==> src/hdl/core_isa_pkg.sv <==
package core_isa_pkg;

  typedef logic [31:0] word;
  typedef logic [4:0] reg_addr;

  // One bit per architectural register
  typedef logic [31:0] reg_mask;

  typedef enum logic [3:0] {
    ALU_ADD,
    ALU_SUB,
    ALU_AND,
    ALU_OR,
    ALU_XOR,
    ALU_SLL,
    ALU_SRL,
    ALU_SRA,
    ALU_SLT,
    ALU_SLTU
  } alu_op_t;

  typedef enum logic [2:0] {
    BR_BEQ,
    BR_BNE,
    BR_BLT,
    BR_BGE,
    BR_BLTU,
    BR_BGEU,
    BR_JAL,
    BR_JALR
  } branch_op_t;

  typedef enum logic [2:0] {
    MEM_LB,
    MEM_LH,
    MEM_LW,
    MEM_SB,
    MEM_SH,
    MEM_SW
  } mem_op_t;

  typedef enum logic [1:0] {
    CSR_RW,
    CSR_RS,
    CSR_RC
  } csr_op_t;

  // CSR view of the operand word
  typedef struct packed {
    logic [11:0] csr_addr;
    logic [4:0]  zimm;
    logic [14:0] pad;
  } csr_operand_t;

  typedef union packed {
    word          imm;
    csr_operand_t csr;
  } operand_u;

endpackage

==> src/hdl/core_issue_pkg.sv <==
package core_issue_pkg;

  localparam int NUM_REGS = 32;
  localparam int SKID_DEPTH = 2;
  localparam int SKID_CNT_W = $clog2(SKID_DEPTH + 1);

  typedef enum logic [1:0] {
    UNIT_ALU,
    UNIT_BRANCH,
    UNIT_CTRL_STATUS,
    UNIT_MEM
  } unit_sel_t;

  // Decoded instruction as it enters the issue stage
  typedef struct packed {
    unit_sel_t               unit_sel;
    core_isa_pkg::reg_addr   rs1;
    core_isa_pkg::reg_addr   rs2;
    core_isa_pkg::reg_addr   rd;
    logic                    rd_write;
    logic                    use_rs1;
    logic                    use_rs2;
    logic                    use_imm;
    core_isa_pkg::alu_op_t   alu_op;
    core_isa_pkg::branch_op_t branch_op;
    core_isa_pkg::mem_op_t   mem_op;
    core_isa_pkg::csr_op_t   csr_op;
    core_isa_pkg::word       pc;
    core_isa_pkg::operand_u  operand;
  } issue_data_t;

  typedef struct packed {
    core_isa_pkg::alu_op_t op;
    core_isa_pkg::word     src1;
    core_isa_pkg::word     src2;
    core_isa_pkg::reg_addr rd;
    logic                  rd_write;
  } alu_data_t;

  typedef struct packed {
    core_isa_pkg::branch_op_t op;
    core_isa_pkg::word        pc;
    core_isa_pkg::word        src1;
    core_isa_pkg::word        src2;
    core_isa_pkg::word        imm;
    core_isa_pkg::reg_addr    rd;
  } branch_data_t;

  typedef struct packed {
    core_isa_pkg::csr_op_t op;
    logic [11:0]           csr_addr;
    core_isa_pkg::word     src;
    core_isa_pkg::reg_addr rd;
  } ctrl_status_data_t;

  typedef struct packed {
    core_isa_pkg::mem_op_t op;
    core_isa_pkg::word     base;
    core_isa_pkg::word     offset;
    core_isa_pkg::word     store_data;
    core_isa_pkg::reg_addr rd;
  } mem_data_t;

endpackage

==> src/hdl/issue_dispatch.sv <==
`timescale 1ns/10ps

module issue_dispatch (
  input  logic                               clk_core,
  input  logic                               rst_core_n,
  input  logic                               stall_i,
  input  logic                               flush_req_i,
  input  core_issue_pkg::issue_data_t        issue_data_i,
  input  logic                               valid_i,
  input  core_isa_pkg::reg_mask              pending_i,
  input  core_isa_pkg::word                  rs1_data_i,
  input  core_isa_pkg::word                  rs2_data_i,
  output logic                               hazard_o,
  output logic                               set_pending_o,
  output core_isa_pkg::reg_addr              set_rd_o,
  output core_issue_pkg::unit_sel_t          unit_sel_o,
  output logic                               alu_valid_o,
  output logic                               branch_valid_o,
  output logic                               ctrl_status_valid_o,
  output logic                               mem_valid_o,
  output core_issue_pkg::alu_data_t          alu_data_o,
  output core_issue_pkg::branch_data_t       branch_data_o,
  output core_issue_pkg::ctrl_status_data_t  ctrl_status_data_o,
  output core_issue_pkg::mem_data_t          mem_data_o
);

  logic rs1_busy;
  logic rs2_busy;
  logic advance;

  core_issue_pkg::alu_data_t         alu_d;
  core_issue_pkg::branch_data_t      branch_d;
  core_issue_pkg::ctrl_status_data_t ctrl_status_d;
  core_issue_pkg::mem_data_t         mem_d;
  core_issue_pkg::unit_sel_t         unit_q;

  // Only sources that the instruction actually reads count
  assign rs1_busy = issue_data_i.use_rs1 & pending_i[issue_data_i.rs1];
  assign rs2_busy = issue_data_i.use_rs2 & pending_i[issue_data_i.rs2];
  assign hazard_o = valid_i & (rs1_busy | rs2_busy);

  // A hazard leaves a bubble in the output register
  assign advance = valid_i & ~hazard_o & ~stall_i;

  // Mark the destination as soon as the instruction moves on
  assign set_pending_o = advance & issue_data_i.rd_write & (issue_data_i.rd != '0);
  assign set_rd_o      = issue_data_i.rd;

  always_comb begin
    alu_d.op       = issue_data_i.alu_op;
    // auipc style ops take the pc when rs1 is unused
    alu_d.src1     = issue_data_i.use_rs1 ? rs1_data_i : issue_data_i.pc;
    alu_d.src2     = issue_data_i.use_imm ? issue_data_i.operand.imm : rs2_data_i;
    alu_d.rd       = issue_data_i.rd;
    alu_d.rd_write = issue_data_i.rd_write;

    branch_d.op   = issue_data_i.branch_op;
    branch_d.pc   = issue_data_i.pc;
    branch_d.src1 = rs1_data_i;
    branch_d.src2 = rs2_data_i;
    branch_d.imm  = issue_data_i.operand.imm;
    branch_d.rd   = issue_data_i.rd;

    // CSR queue decodes the operand word as address plus zimm
    ctrl_status_d.op       = issue_data_i.csr_op;
    ctrl_status_d.csr_addr = issue_data_i.operand.csr.csr_addr;
    ctrl_status_d.src      = issue_data_i.use_imm ?
                             {27'b0, issue_data_i.operand.csr.zimm} : rs1_data_i;
    ctrl_status_d.rd       = issue_data_i.rd;

    mem_d.op         = issue_data_i.mem_op;
    mem_d.base       = rs1_data_i;
    mem_d.offset     = issue_data_i.operand.imm;
    mem_d.store_data = rs2_data_i;
    mem_d.rd         = issue_data_i.rd;
  end

  always_ff @(posedge clk_core or negedge rst_core_n) begin
    if (!rst_core_n) begin
      alu_valid_o         <= 1'b0;
      branch_valid_o      <= 1'b0;
      ctrl_status_valid_o <= 1'b0;
      mem_valid_o         <= 1'b0;
      unit_q              <= core_issue_pkg::UNIT_ALU;
    end else if (flush_req_i) begin
      alu_valid_o         <= 1'b0;
      branch_valid_o      <= 1'b0;
      ctrl_status_valid_o <= 1'b0;
      mem_valid_o         <= 1'b0;
    end else if (!stall_i) begin
      alu_valid_o         <= advance & (issue_data_i.unit_sel == core_issue_pkg::UNIT_ALU);
      branch_valid_o      <= advance & (issue_data_i.unit_sel == core_issue_pkg::UNIT_BRANCH);
      ctrl_status_valid_o <= advance &
                             (issue_data_i.unit_sel == core_issue_pkg::UNIT_CTRL_STATUS);
      mem_valid_o         <= advance & (issue_data_i.unit_sel == core_issue_pkg::UNIT_MEM);
      unit_q              <= issue_data_i.unit_sel;
    end
  end

  always_ff @(posedge clk_core) begin
    if (advance) begin
      alu_data_o         <= alu_d;
      branch_data_o      <= branch_d;
      ctrl_status_data_o <= ctrl_status_d;
      mem_data_o         <= mem_d;
    end
  end

  assign unit_sel_o = unit_q;

endmodule

==> src/hdl/issue_regfile.sv <==
`timescale 1ns/10ps

module issue_regfile (
  input  logic                  clk_core,
  input  logic                  rst_core_n,
  input  core_isa_pkg::reg_addr rs1_addr_i,
  input  core_isa_pkg::reg_addr rs2_addr_i,
  input  logic                  wr_en_i,
  input  core_isa_pkg::reg_addr wr_addr_i,
  input  core_isa_pkg::word     wr_data_i,
  output core_isa_pkg::word     rs1_data_o,
  output core_isa_pkg::word     rs2_data_o
);

  core_isa_pkg::word regs_q [core_issue_pkg::NUM_REGS];

  // Architectural state starts at zero, x0 is never written
  always_ff @(posedge clk_core or negedge rst_core_n) begin
    if (!rst_core_n) begin
      for (int i = 0; i < core_issue_pkg::NUM_REGS; i++) begin
        regs_q[i] <= '0;
      end
    end else if (wr_en_i && (wr_addr_i != '0)) begin
      regs_q[wr_addr_i] <= wr_data_i;
    end
  end

  // Read sees only values from earlier edges
  always_comb begin
    rs1_data_o = regs_q[rs1_addr_i];
    rs2_data_o = regs_q[rs2_addr_i];
    if (rs1_addr_i == '0) begin
      rs1_data_o = '0;
    end
    if (rs2_addr_i == '0) begin
      rs2_data_o = '0;
    end
  end

endmodule

==> src/hdl/issue_scoreboard.sv <==
`timescale 1ns/10ps

module issue_scoreboard (
  input  logic                       clk_core,
  input  logic                       rst_core_n,
  input  logic                       stall_i,
  input  logic                       flush_req_i,
  input  core_issue_pkg::issue_data_t issue_data_i,
  input  logic                       valid_i,
  input  logic                       set_pending_i,
  input  core_isa_pkg::reg_addr      set_rd_i,
  input  logic                       wr_en_i,
  input  core_isa_pkg::reg_addr      wr_addr_i,
  output core_issue_pkg::issue_data_t issue_data_o,
  output logic                       valid_o,
  output core_isa_pkg::reg_mask      pending_o,
  output core_isa_pkg::reg_addr      rs1_addr_o,
  output core_isa_pkg::reg_addr      rs2_addr_o
);

  core_issue_pkg::issue_data_t data_q;
  logic                        valid_q;
  core_isa_pkg::reg_mask       pending_q;
  core_isa_pkg::reg_mask       pending_d;

  always_ff @(posedge clk_core or negedge rst_core_n) begin
    if (!rst_core_n) begin
      valid_q <= 1'b0;
    end else if (flush_req_i) begin
      valid_q <= 1'b0;
    end else if (!stall_i) begin
      valid_q <= valid_i;
    end
  end

  always_ff @(posedge clk_core) begin
    if (!stall_i && valid_i) begin
      data_q <= issue_data_i;
    end
  end

  // New destination wins over a writeback to the same register
  always_comb begin
    pending_d = pending_q;
    if (wr_en_i) begin
      pending_d[wr_addr_i] = 1'b0;
    end
    if (set_pending_i) begin
      pending_d[set_rd_i] = 1'b1;
    end
    pending_d[0] = 1'b0;
  end

  always_ff @(posedge clk_core or negedge rst_core_n) begin
    if (!rst_core_n) begin
      pending_q <= '0;
    end else if (flush_req_i) begin
      pending_q <= '0;
    end else begin
      pending_q <= pending_d;
    end
  end

  assign issue_data_o = data_q;
  assign valid_o      = valid_q;
  assign pending_o    = pending_q;

  // Operands are read while the instruction sits here
  assign rs1_addr_o = data_q.rs1;
  assign rs2_addr_o = data_q.rs2;

endmodule

==> src/hdl/issue_skid_buffer.sv <==
`timescale 1ns/10ps

module issue_skid_buffer #(
  parameter type data_t = logic
) (
  input  logic  clk_core,
  input  logic  rst_core_n,
  input  logic  flush_req_i,
  input  data_t data_i,
  input  logic  valid_i,
  output logic  ready_o,
  output data_t data_o,
  output logic  valid_o,
  input  logic  ready_i
);

  data_t slot_q [core_issue_pkg::SKID_DEPTH];

  logic [core_issue_pkg::SKID_CNT_W-1:0] count_q;
  logic [core_issue_pkg::SKID_CNT_W-1:0] count_after_pop;
  logic                                  push;
  logic                                  pop;

  assign push = valid_i & ready_o;
  assign pop  = valid_o & ready_i;

  // Ready drops only once the spare slot is taken
  assign ready_o = (count_q != core_issue_pkg::SKID_CNT_W'(core_issue_pkg::SKID_DEPTH));
  assign valid_o = (count_q != '0);
  assign data_o  = slot_q[0];

  assign count_after_pop = count_q - core_issue_pkg::SKID_CNT_W'(pop);

  always_ff @(posedge clk_core or negedge rst_core_n) begin
    if (!rst_core_n) begin
      count_q <= '0;
    end else if (flush_req_i) begin
      count_q <= '0;
    end else begin
      count_q <= count_after_pop + core_issue_pkg::SKID_CNT_W'(push);
    end
  end

  // Head shifts forward on pop, new item lands in the first free slot
  always_ff @(posedge clk_core) begin
    if (pop) begin
      slot_q[0] <= slot_q[1];
    end
    if (push) begin
      if (count_after_pop == '0) begin
        slot_q[0] <= data_i;
      end else begin
        slot_q[1] <= data_i;
      end
    end
  end

endmodule

==> src/hdl/issue_stage.sv <==
`timescale 1ns/10ps

module issue_stage (
  input  logic                              clk_core,
  input  logic                              rst_core_n,
  input  logic                              flush_req_i,
  output logic                              flush_ack_o,
  input  core_issue_pkg::issue_data_t       issue_data_i,
  input  logic                              valid_i,
  output logic                              ready_o,
  output core_issue_pkg::alu_data_t         alu_data_o,
  output logic                              alu_valid_o,
  input  logic                              alu_ready_i,
  output core_issue_pkg::branch_data_t      branch_data_o,
  output logic                              branch_valid_o,
  input  logic                              branch_ready_i,
  output core_issue_pkg::ctrl_status_data_t ctrl_status_data_o,
  output logic                              ctrl_status_valid_o,
  input  logic                              ctrl_status_ready_i,
  output core_issue_pkg::mem_data_t         mem_data_o,
  output logic                              mem_valid_o,
  input  logic                              mem_ready_i,
  input  logic                              wr_en_i,
  input  core_isa_pkg::reg_addr             wr_addr_i,
  input  core_isa_pkg::word                 wr_data_i
);

  core_isa_pkg::reg_addr rs1_addr;
  core_isa_pkg::reg_addr rs2_addr;
  core_isa_pkg::word     rs1_data;
  core_isa_pkg::word     rs2_data;

  core_issue_pkg::issue_data_t sb_data;
  logic                        sb_valid;
  core_isa_pkg::reg_mask       pending;

  logic                      hazard;
  logic                      set_pending;
  core_isa_pkg::reg_addr     set_rd;
  core_issue_pkg::unit_sel_t disp_unit;

  logic disp_alu_valid;
  logic disp_branch_valid;
  logic disp_ctrl_status_valid;
  logic disp_mem_valid;

  core_issue_pkg::alu_data_t         disp_alu_data;
  core_issue_pkg::branch_data_t      disp_branch_data;
  core_issue_pkg::ctrl_status_data_t disp_ctrl_status_data;
  core_issue_pkg::mem_data_t         disp_mem_data;

  logic alu_skid_ready;
  logic branch_skid_ready;
  logic ctrl_status_skid_ready;
  logic mem_skid_ready;
  logic sel_ready;
  logic disp_busy;
  logic disp_stall;
  logic stall;

  always_comb begin
    case (disp_unit)
      core_issue_pkg::UNIT_ALU:         sel_ready = alu_skid_ready;
      core_issue_pkg::UNIT_BRANCH:      sel_ready = branch_skid_ready;
      core_issue_pkg::UNIT_CTRL_STATUS: sel_ready = ctrl_status_skid_ready;
      default:                          sel_ready = mem_skid_ready;
    endcase
  end

  assign disp_busy = disp_alu_valid | disp_branch_valid |
                     disp_ctrl_status_valid | disp_mem_valid;

  // Dispatch output waits only on a full target queue
  assign disp_stall = disp_busy & ~sel_ready;

  // Scoreboard also holds on a source hazard
  assign stall   = hazard | disp_stall;
  assign ready_o = ~stall;

  issue_regfile regfile_i (
    .clk_core,
    .rst_core_n,
    .rs1_addr_i (rs1_addr),
    .rs2_addr_i (rs2_addr),
    .wr_en_i,
    .wr_addr_i,
    .wr_data_i,
    .rs1_data_o (rs1_data),
    .rs2_data_o (rs2_data)
  );

  issue_scoreboard scoreboard_i (
    .clk_core,
    .rst_core_n,
    .stall_i       (stall),
    .flush_req_i,
    .issue_data_i,
    .valid_i,
    .set_pending_i (set_pending),
    .set_rd_i      (set_rd),
    .wr_en_i,
    .wr_addr_i,
    .issue_data_o  (sb_data),
    .valid_o       (sb_valid),
    .pending_o     (pending),
    .rs1_addr_o    (rs1_addr),
    .rs2_addr_o    (rs2_addr)
  );

  issue_dispatch dispatch_i (
    .clk_core,
    .rst_core_n,
    .stall_i             (disp_stall),
    .flush_req_i,
    .issue_data_i        (sb_data),
    .valid_i             (sb_valid),
    .pending_i           (pending),
    .rs1_data_i          (rs1_data),
    .rs2_data_i          (rs2_data),
    .hazard_o            (hazard),
    .set_pending_o       (set_pending),
    .set_rd_o            (set_rd),
    .unit_sel_o          (disp_unit),
    .alu_valid_o         (disp_alu_valid),
    .branch_valid_o      (disp_branch_valid),
    .ctrl_status_valid_o (disp_ctrl_status_valid),
    .mem_valid_o         (disp_mem_valid),
    .alu_data_o          (disp_alu_data),
    .branch_data_o       (disp_branch_data),
    .ctrl_status_data_o  (disp_ctrl_status_data),
    .mem_data_o          (disp_mem_data)
  );

  // Dispatch hands over only in cycles where it also advances
  issue_skid_buffer #(.data_t(core_issue_pkg::alu_data_t)) alu_skid_i (
    .clk_core, .rst_core_n, .flush_req_i,
    .data_i  (disp_alu_data),
    .valid_i (disp_alu_valid & ~disp_stall),
    .ready_o (alu_skid_ready),
    .data_o  (alu_data_o),
    .valid_o (alu_valid_o),
    .ready_i (alu_ready_i)
  );

  issue_skid_buffer #(.data_t(core_issue_pkg::branch_data_t)) branch_skid_i (
    .clk_core, .rst_core_n, .flush_req_i,
    .data_i  (disp_branch_data),
    .valid_i (disp_branch_valid & ~disp_stall),
    .ready_o (branch_skid_ready),
    .data_o  (branch_data_o),
    .valid_o (branch_valid_o),
    .ready_i (branch_ready_i)
  );

  issue_skid_buffer #(.data_t(core_issue_pkg::ctrl_status_data_t)) ctrl_status_skid_i (
    .clk_core, .rst_core_n, .flush_req_i,
    .data_i  (disp_ctrl_status_data),
    .valid_i (disp_ctrl_status_valid & ~disp_stall),
    .ready_o (ctrl_status_skid_ready),
    .data_o  (ctrl_status_data_o),
    .valid_o (ctrl_status_valid_o),
    .ready_i (ctrl_status_ready_i)
  );

  issue_skid_buffer #(.data_t(core_issue_pkg::mem_data_t)) mem_skid_i (
    .clk_core, .rst_core_n, .flush_req_i,
    .data_i  (disp_mem_data),
    .valid_i (disp_mem_valid & ~disp_stall),
    .ready_o (mem_skid_ready),
    .data_o  (mem_data_o),
    .valid_o (mem_valid_o),
    .ready_i (mem_ready_i)
  );

  // Ack follows each flush request by one cycle
  always_ff @(posedge clk_core or negedge rst_core_n) begin
    if (!rst_core_n) begin
      flush_ack_o <= 1'b0;
    end else begin
      flush_ack_o <= flush_req_i;
    end
  end

endmodule

==> config.mk <==
export PLATFORM = sky130hd
export DESIGN_NAME = issue_stage
export DESIGN_NICKNAME = d
export VERILOG_FILES = /design/src/hdl/core_isa_pkg.sv /design/src/hdl/core_issue_pkg.sv /design/src/hdl/issue_dispatch.sv /design/src/hdl/issue_regfile.sv /design/src/hdl/issue_scoreboard.sv /design/src/hdl/issue_skid_buffer.sv /design/src/hdl/issue_stage.sv
export SDC_FILE = /design/constraint.sdc
export NUM_CORES = 2
export LEC_CHECK = 0
export BUFFER_PORTS_ARGS = -buffer_cell sky130_fd_sc_hd__buf_4
export CORE_UTILIZATION = 65
export CTS_CLUSTER_SIZE = 16
export DETAILED_ROUTE_END_ITERATION = 8
export PLACE_DENSITY = 0.85
export SKIP_LAST_GASP = 1
export SLEW_MARGIN = 20
export SYNTH_ARGS = -nofsm -noshare
export SYNTH_HDL_FRONTEND = slang
export SYNTH_HIERARCHICAL = 1
export SYNTH_SLANG_ARGS = --single-unit
==> constraint.sdc <==
create_clock -name clk_core -period 15.1 [get_ports clk_core]
set_input_delay 0 -clock clk_core [delete_from_list [all_inputs] [get_ports clk_core]]
set_output_delay 0 -clock clk_core [all_outputs]
set_load 0.02 [all_outputs]
After elaboration in Yosys (flattened, before gate mapping)
Memory sizes are Yosys's and may differ from the RTL's. Cells that the tools add are included.

Register bits after elaboration: 1423. Memory bits (writable): 730. Bits of input ports: 143. Output and inout port bits: 371. Memories kept: 4. Logic and storage cells: 247.

Add/subtract/negate cells: 8. $lt $le $gt $ge: 10. Equal/unequal tests: 11. Bitwise logic cells: 44. Reductions and logical operators: 21. Muxes and demuxes: 76.

Memories: branch_skid_i.slot_q (depth 2, bits a word 136, read ports 2, clocked after Yosys merged registers in 0, wr ports 2, line issue_skid_buffer.sv:17) `data_t slot_q [core_issue_pkg::SKID_DEPTH];`; mem_skid_i.slot_q (depth 2, bits a word 104, read ports 2, clocked after Yosys merged registers in 0, wr ports 2, line issue_skid_buffer.sv:17); alu_skid_i.slot_q (depth 2, bits a word 74, read ports 2, clocked after Yosys merged registers in 0, wr ports 2, line issue_skid_buffer.sv:17); ctrl_status_skid_i.slot_q (depth 2, bits a word 51, read ports 2, clocked after Yosys merged registers in 0, wr ports 2, line issue_skid_buffer.sv:17).

Operators by type and width (number): $bwmux W1024 (1); $mux W32 (12); $bmux W32 S5 (2); $demux W32 S5 (1); $mux W136 (1); $mux W104 (1); $mux W74 (1); $mux W51 (1); $mux W1 (46); $and A32 B32 Y32 (1); $not A32 Y32 (1); $or A32 B32 Y32 (1); $and A1 B1 Y1 (24); $lt A5 B6 Y1 const B (4); $ge A6 B6 Y1 const B (3); $not A5 Y6 (3); $logic_not A2 Y1 (6); $ne A2 B2 Y1 const B (6); $bmux W1 S5 (2); $demux W1 S5 (2); $ge A5 B1 Y1 const B (2); $logic_not A5 Y1 (2); $reduce_bool A5 Y1 (2); $or A1 B1 Y1 (9); 13 further kinds (36).

Longest topological paths before layout
Word-level depth: 12. Mapped depth: 12. Depth with buffers taken out: 9.

By module
Netlist, hierarchy kept.

Modules (own cells, without submodules): issue_regfile (instances 1, cells each 3667, area each 54362.1 µm², seq. area each 25624.6 µm²); issue_skid_buffer (branch_skid_i) (instances 1, cells each 575, area each 11652.4 µm², seq. area each 8217.9 µm²); issue_dispatch (instances 1, cells each 566, area each 10093.4 µm², seq. area each 7417.1 µm²); issue_skid_buffer (mem_skid_i) (instances 1, cells each 443, area each 8652.0 µm², seq. area each 6296.0 µm²); issue_skid_buffer (alu_skid_i) (instances 1, cells each 320, area each 6291.0 µm², seq. area each 4494.3 µm²); issue_scoreboard (instances 1, cells each 266, area each 4539.4 µm², seq. area each 3713.6 µm²); issue_skid_buffer (ctrl_status_skid_i) (instances 1, cells each 225, area each 4247.8 µm², seq. area each 3113.0 µm²); issue_stage (instances 1, cells each 10, area each 100.1 µm², seq. area each 25.0 µm²).

Least setup slack after synthesis
No wires, ideal clock.

Path kind: reg2reg. Start: register scoreboard_i.data_q, in the netlist scoreboard_i/rs1_addr_o[0]. End: register scoreboard_i.data_q, in the netlist scoreboard_i/issue_data_o[0] (enable). Arrival time: 6435 ps. Required time: 14534 ps. Cell stages (with the launch flop): 9. Path slack: 8099 ps. Cell sequence: edfxtp_1 > buf_6 > mux4_1 > mux2_2 > or3_1 > a32oi_2 > nor2b_1 > o21bai_1 > nor2b_1.

Longest elaborated chain between the ends: 8.

RTL lines: from (decl) (line issue_scoreboard.sv:21) `core_issue_pkg::issue_data_t data_q;`; from (signal assigned) (line issue_scoreboard.sv:38) `data_q <= issue_data_i;`; $bmux W1 S5 (line issue_dispatch.sv:38) `assign rs1_busy = issue_data_i.use_rs1 & pending_i[issue_data_i.rs1];`; $mux W1 (not written as such) (line issue_dispatch.sv:38); $and A1 B1 Y1 (line issue_dispatch.sv:38); $or A1 B1 Y1 (line issue_dispatch.sv:40) `assign hazard_o = valid_i & (rs1_busy | rs2_busy);`; $and A1 B1 Y1 (line issue_dispatch.sv:40); net hazard (line issue_stage.sv:37) `logic hazard;`; $or A1 B1 Y1 (line issue_stage.sv:77) `assign stall = hazard | disp_stall;`; net stall (line issue_stage.sv:59) `logic stall;`; $logic_not A1 Y1; $logic_and A1 B1 Y1 (line issue_scoreboard.sv:37) `if (!stall_i && valid_i) begin`.

The timed path passes the listed nets, and every way through them passes these cells. The select of a mux whose other input is x is not followed. A chain may end at the register's enable or synchronous reset.

Final worst setup path
Start: register scoreboard_i.data_q, in the netlist scoreboard_i/rs2_addr_o[1]. End: register dispatch_i/mem_data_o[87] (netlist name) (enable).

Longest elaborated chain between the ends: 8.

RTL lines: $bmux W1 S5 (line issue_dispatch.sv:39) `assign rs2_busy = issue_data_i.use_rs2 & pending_i[issue_data_i.rs2];`; $mux W1 (not written as such) (line issue_dispatch.sv:39); $and A1 B1 Y1 (line issue_dispatch.sv:39); $or A1 B1 Y1 (line issue_dispatch.sv:40); $and A1 B1 Y1 (line issue_dispatch.sv:40); $not A1 Y1 (line issue_dispatch.sv:43) `assign advance = valid_i & ~hazard_o & ~stall_i;`; $and A1 B1 Y1 (2 in a row) (line issue_dispatch.sv:43); to (signal assigned) (line issue_dispatch.sv:105) `mem_data_o <= mem_d;`; to (decl) (line issue_dispatch.sv:24) `output core_issue_pkg::mem_data_t mem_data_o`.

Every way passes these cells. The select of a mux whose other input is x is not followed.

==> run_results.csv <==
group,metric,value,unit
worst_setup_path,critPathBufInv,4,
clocking,cts_tree,"built",
power,swShare,0.288,
layout,final_common_cell,"mux2_2",
layout,finish.utilization,0.726,
clocking,worst_skew_pair.late_latency,880,ps
clocking,cts_made_buffers,201,
sta,final_max_slew_viol_count,0,
min_path,hp-class,"input port to flop",
worst_setup_path,cp_max_fo,73,
sta,layout_min_cycle_time,6330,ps
sta,setup-violations-final,0,
layout,drive_above_1_share,0.453,
grt,antenna_found_initial,11,
grt,grt-ovfl-total,0,
worst_setup_path,reg2reg_depth,9,
power,p_clk_frac,0.325,
placement,place_hpwl,152,mm
detailed_routing,drt_iter0_drc,7438,
min_path,min_path_cells,2,
worst_setup_path,crit_slowest_cell,"buf_4",
worst_setup_path,cpPeakStageDelay,920,ps
clocking,ctsHtreeMaxLevel,4,
clocking,path_clk_slew,70,ps
layout,nFillCells,8427,
detailed_routing,wl_per_cell,34.4,microns
layout,fin_nets,6300,
grt,grt_max_degree,160,
logic_synthesis,synth_area,99900,sq um
clocking,clkSinkCount,2140,
power,pwr-share-seq,0.483,
logic_synthesis,yosys_warnings,6,
logic_synthesis,synthFlopType,"dfrtp_1",
worst_setup_path,worst_path_most_repeated_cell,"buf_4",
power,irDropWorstVdd,120,uV
grt,grt_pass1_vias,61000,
power,p_int,11500,uW
detailed_routing,vias_per_cell,7.09,
logic_synthesis,syn_inst,6072,
sta,rsz0062_at_grt,"no",
floorplan,floorplan.initialDensity,0.656,
layout,final_cell_mix,"mux2_2, dfrtp_1, edfxtp_1",
sta,setup_slack,8770,ps
logic_synthesis,postSynth.asyncResetShare,0.500,
clocking,ctsRootBufferMaster,"clkbuf_16",
floorplan,dieHeight,394,microns
worst_setup_path,critPathLaunchType,"flop",
placement,io_buffers,513,
detailed_routing,dr.pass1.iters,9,
clocking,clockBufferDepth,3,
sta,worst_pin_slew,1320,ps
worst_setup_path,critical_path.top_delay_family,"buffers and inverters",
logic_synthesis,synth_cell_type_count,68,
run,cap_viol_max_count,0,
worst_setup_path,worstPathArrival,6810,ps
sta,hold_violations,0,
floorplan,die_w,394,microns
floorplan,die_area,155000,sq um
sta,max_freq,158,MHz
detailed_routing,drt-total-wl,287,mm
floorplan,coreArea,152000,sq um
worst_setup_path,r2r_start,"scoreboard_i/rs2_addr_o[1]",
logic_synthesis,seq_area_frac_synth,0.589,
layout,syn_to_final_growth,10.6,%
power,leakage,0.0449,uW
min_path,hp-start,"flush_req_i",
clocking,post_cts_buffers,0,
sta,tns,0,ps
logic_synthesis,synth-seq-cells,2140,
placement,gp_congestion,0.852,
outcome,status,"finished clean",
worst_setup_path,regToRegSetupSlack,8770,ps
power,powerDensity,146,nW/um^2
floorplan,num_io_pins,514,
sta,skew,79.6,ps
logic_synthesis,synth_fp_nets,6223,
worst_setup_path,required,15580,ps
detailed_routing,num_vias,59300,
min_path,min_to,"flush_ack_o",
floorplan,floorplan.rows,143,
sta,period_share,0.419,
grt,grt_usage,0.369,
worst_setup_path,timing.rr.end,"dispatch_i/mem_data_o[87]",
layout,finalInstanceArea,110000,sq um
logic_synthesis,syn_area_per_cell,16.5,sq um
power,power.switching,4660,uW
worst_setup_path,cp_cell_sequence,"buf_4 -> buf_4 -> mux4_2 -> mux2i_1 -> a221oi_1 -> a32oi_2 -> and3b_4 -> buf_4 -> buf_4",
sta,slew_headroom,0.112,
logic_synthesis,synth_edf_count,1069,
worst_setup_path,cp-end-kind,"flop",
detailed_routing,drc_errors,0,
detailed_routing,drtAntennaViolNets,0,
worst_setup_path,path_class,"flop to flop",
placement,dp_worst_setup_slack,8940,ps
grt,grt_pass1_wl,421,mm
placement,placed_area,101000,sq um
power,p_comb_frac,0.192,
[sequential cells by signal, indices dropped and copies added, names as in the netlist, 2 cells and up]
| signal | cells |
|---|---|
| alu_skid_i/count_q | 2 |
| alu_skid_i/slot_q | 148 |
| branch_skid_i/count_q | 2 |
| branch_skid_i/slot_q | 272 |
| ctrl_status_skid_i/count_q | 2 |
| ctrl_status_skid_i/slot_q | 102 |
| dispatch_i/alu_data_o | 69 |
| dispatch_i/branch_data_o | 35 |
| dispatch_i/ctrl_status_data_o | 46 |
| dispatch_i/mem_data_o | 92 |
| dispatch_i/unit_sel_o | 2 |
| mem_skid_i/count_q | 2 |
| mem_skid_i/slot_q | 208 |
| regfile_i/regs_q | 1024 |
| scoreboard_i/issue_data_o | 87 |
| scoreboard_i/pending_o | 31 |
| scoreboard_i/rs1_addr_o | 5 |
| scoreboard_i/rs2_addr_o | 5 |
[power groups by stage]
stage | sequential (uW) | combinational, uW | clock (uW)
finish | 7820 | 3110 | 5250
global route | 7870 | 3220 | 5470
CTS | 7750 | 3030 | 5180
detailed placement | 7830 | 2930 | 0
global placement | 7770 | 2840 | 0
floorplan | 7590 | 2320 | 0
[kinds of logic after synthesis]
kind of cell,count (synthesis),share of synthesized area
AO/OA/AOI/OAI,426,0.0306
XOR/XNOR,4,0.000939
adder cells (fa/ha/maj),8,0.00100
buffers and inverters,1023,0.0643
flip-flops,2140,0.589
multiplexers,2139,0.294
other,1,0.0000375
AND/OR/NAND/NOR,331,0.0201
[how the worst max path moves through the flow]
stage | startpoint | end | slack, ps | cells after the start
floorplan | scoreboard_i/rs1_addr_o[0] | scoreboard_i/issue_data_o[0] | 8100 | 8
global placement | scoreboard_i/rs2_addr_o[1] | dispatch_i/branch_data_o[121] | 9040 | 9
detailed placement | scoreboard_i/rs2_addr_o[1] | dispatch_i/branch_data_o[123] | 8940 | 9
CTS | scoreboard_i/rs2_addr_o[1] | dispatch_i/mem_data_o[29] | 8930 | 9
global route | scoreboard_i/rs2_addr_o[1] | dispatch_i/mem_data_o[87] | 8590 | 9
finish | scoreboard_i/rs2_addr_o[1] | dispatch_i/mem_data_o[87] | 8770 | 9
[layout make-up]
cell class	count	area, sq um	share of cell area
Inverter	25	93.8	0.000849
Antenna cell	11	27.5	0.000249
Multi-Input combinational cell	2909	34900	0.316
Sequential cell	2140	58900	0.533
Timing Repair Buffer	872	7290	0.0660
Clock buffer	298	5810	0.0526
Clock inverter	69	880	0.00796
Tap cell	2030	2540	0.0230
[timing repair]
item                                    in CTS  in global routing
gates resized for setup                      0                  0
endpoints found under the setup margin       0                  0
endpoints found under the hold margin     1290                  0
hold buffers                               243                  0
[per-layer routing]
layer  GRT usage  up-vias  wire length [microns]  share of wire
li1            -    22800                      -              -
met1       0.474    30800                 102000           0.35
met2       0.587     4644                 137000           0.48
met3      0.0958     1017                  33000           0.11
met4       0.178       16                  15400          0.054
met5           0        -                    107        0.00037
[per-stage QoR]
step	power [uW]	hold slack, ps	instances
after global routing	16600	150	8344
after detailed placement	10800	107	7733
after global placement	10600	88.1	7733
final	16200	147	8354
after floorplan	9910	-296	6072
after CTS	16000	69.0	8343
[synthesized netlist by cell type, types with 29 or more instances]
cell	count	area, sq um
mux2_2	1223	13800
dfrtp_1	1071	26800
edfxtp_1	1069	32100
buf_4	525	3940
mux4_2	415	9350
mux2i_1	259	2590
clkbuf_1	242	908
mux2_4	227	3410
buf_2	133	666
nor2b_1	95	594
a22oi_1	66	495
o21ai_0	56	280
a22o_1	54	473
a211oi_1	53	398
buf_1	53	199
o22ai_1	49	307
nor3_1	48	240
a21oi_1	35	175
nand2_1	30	113
o221ai_1	29	254
Power figures use the tool's default switching activity.
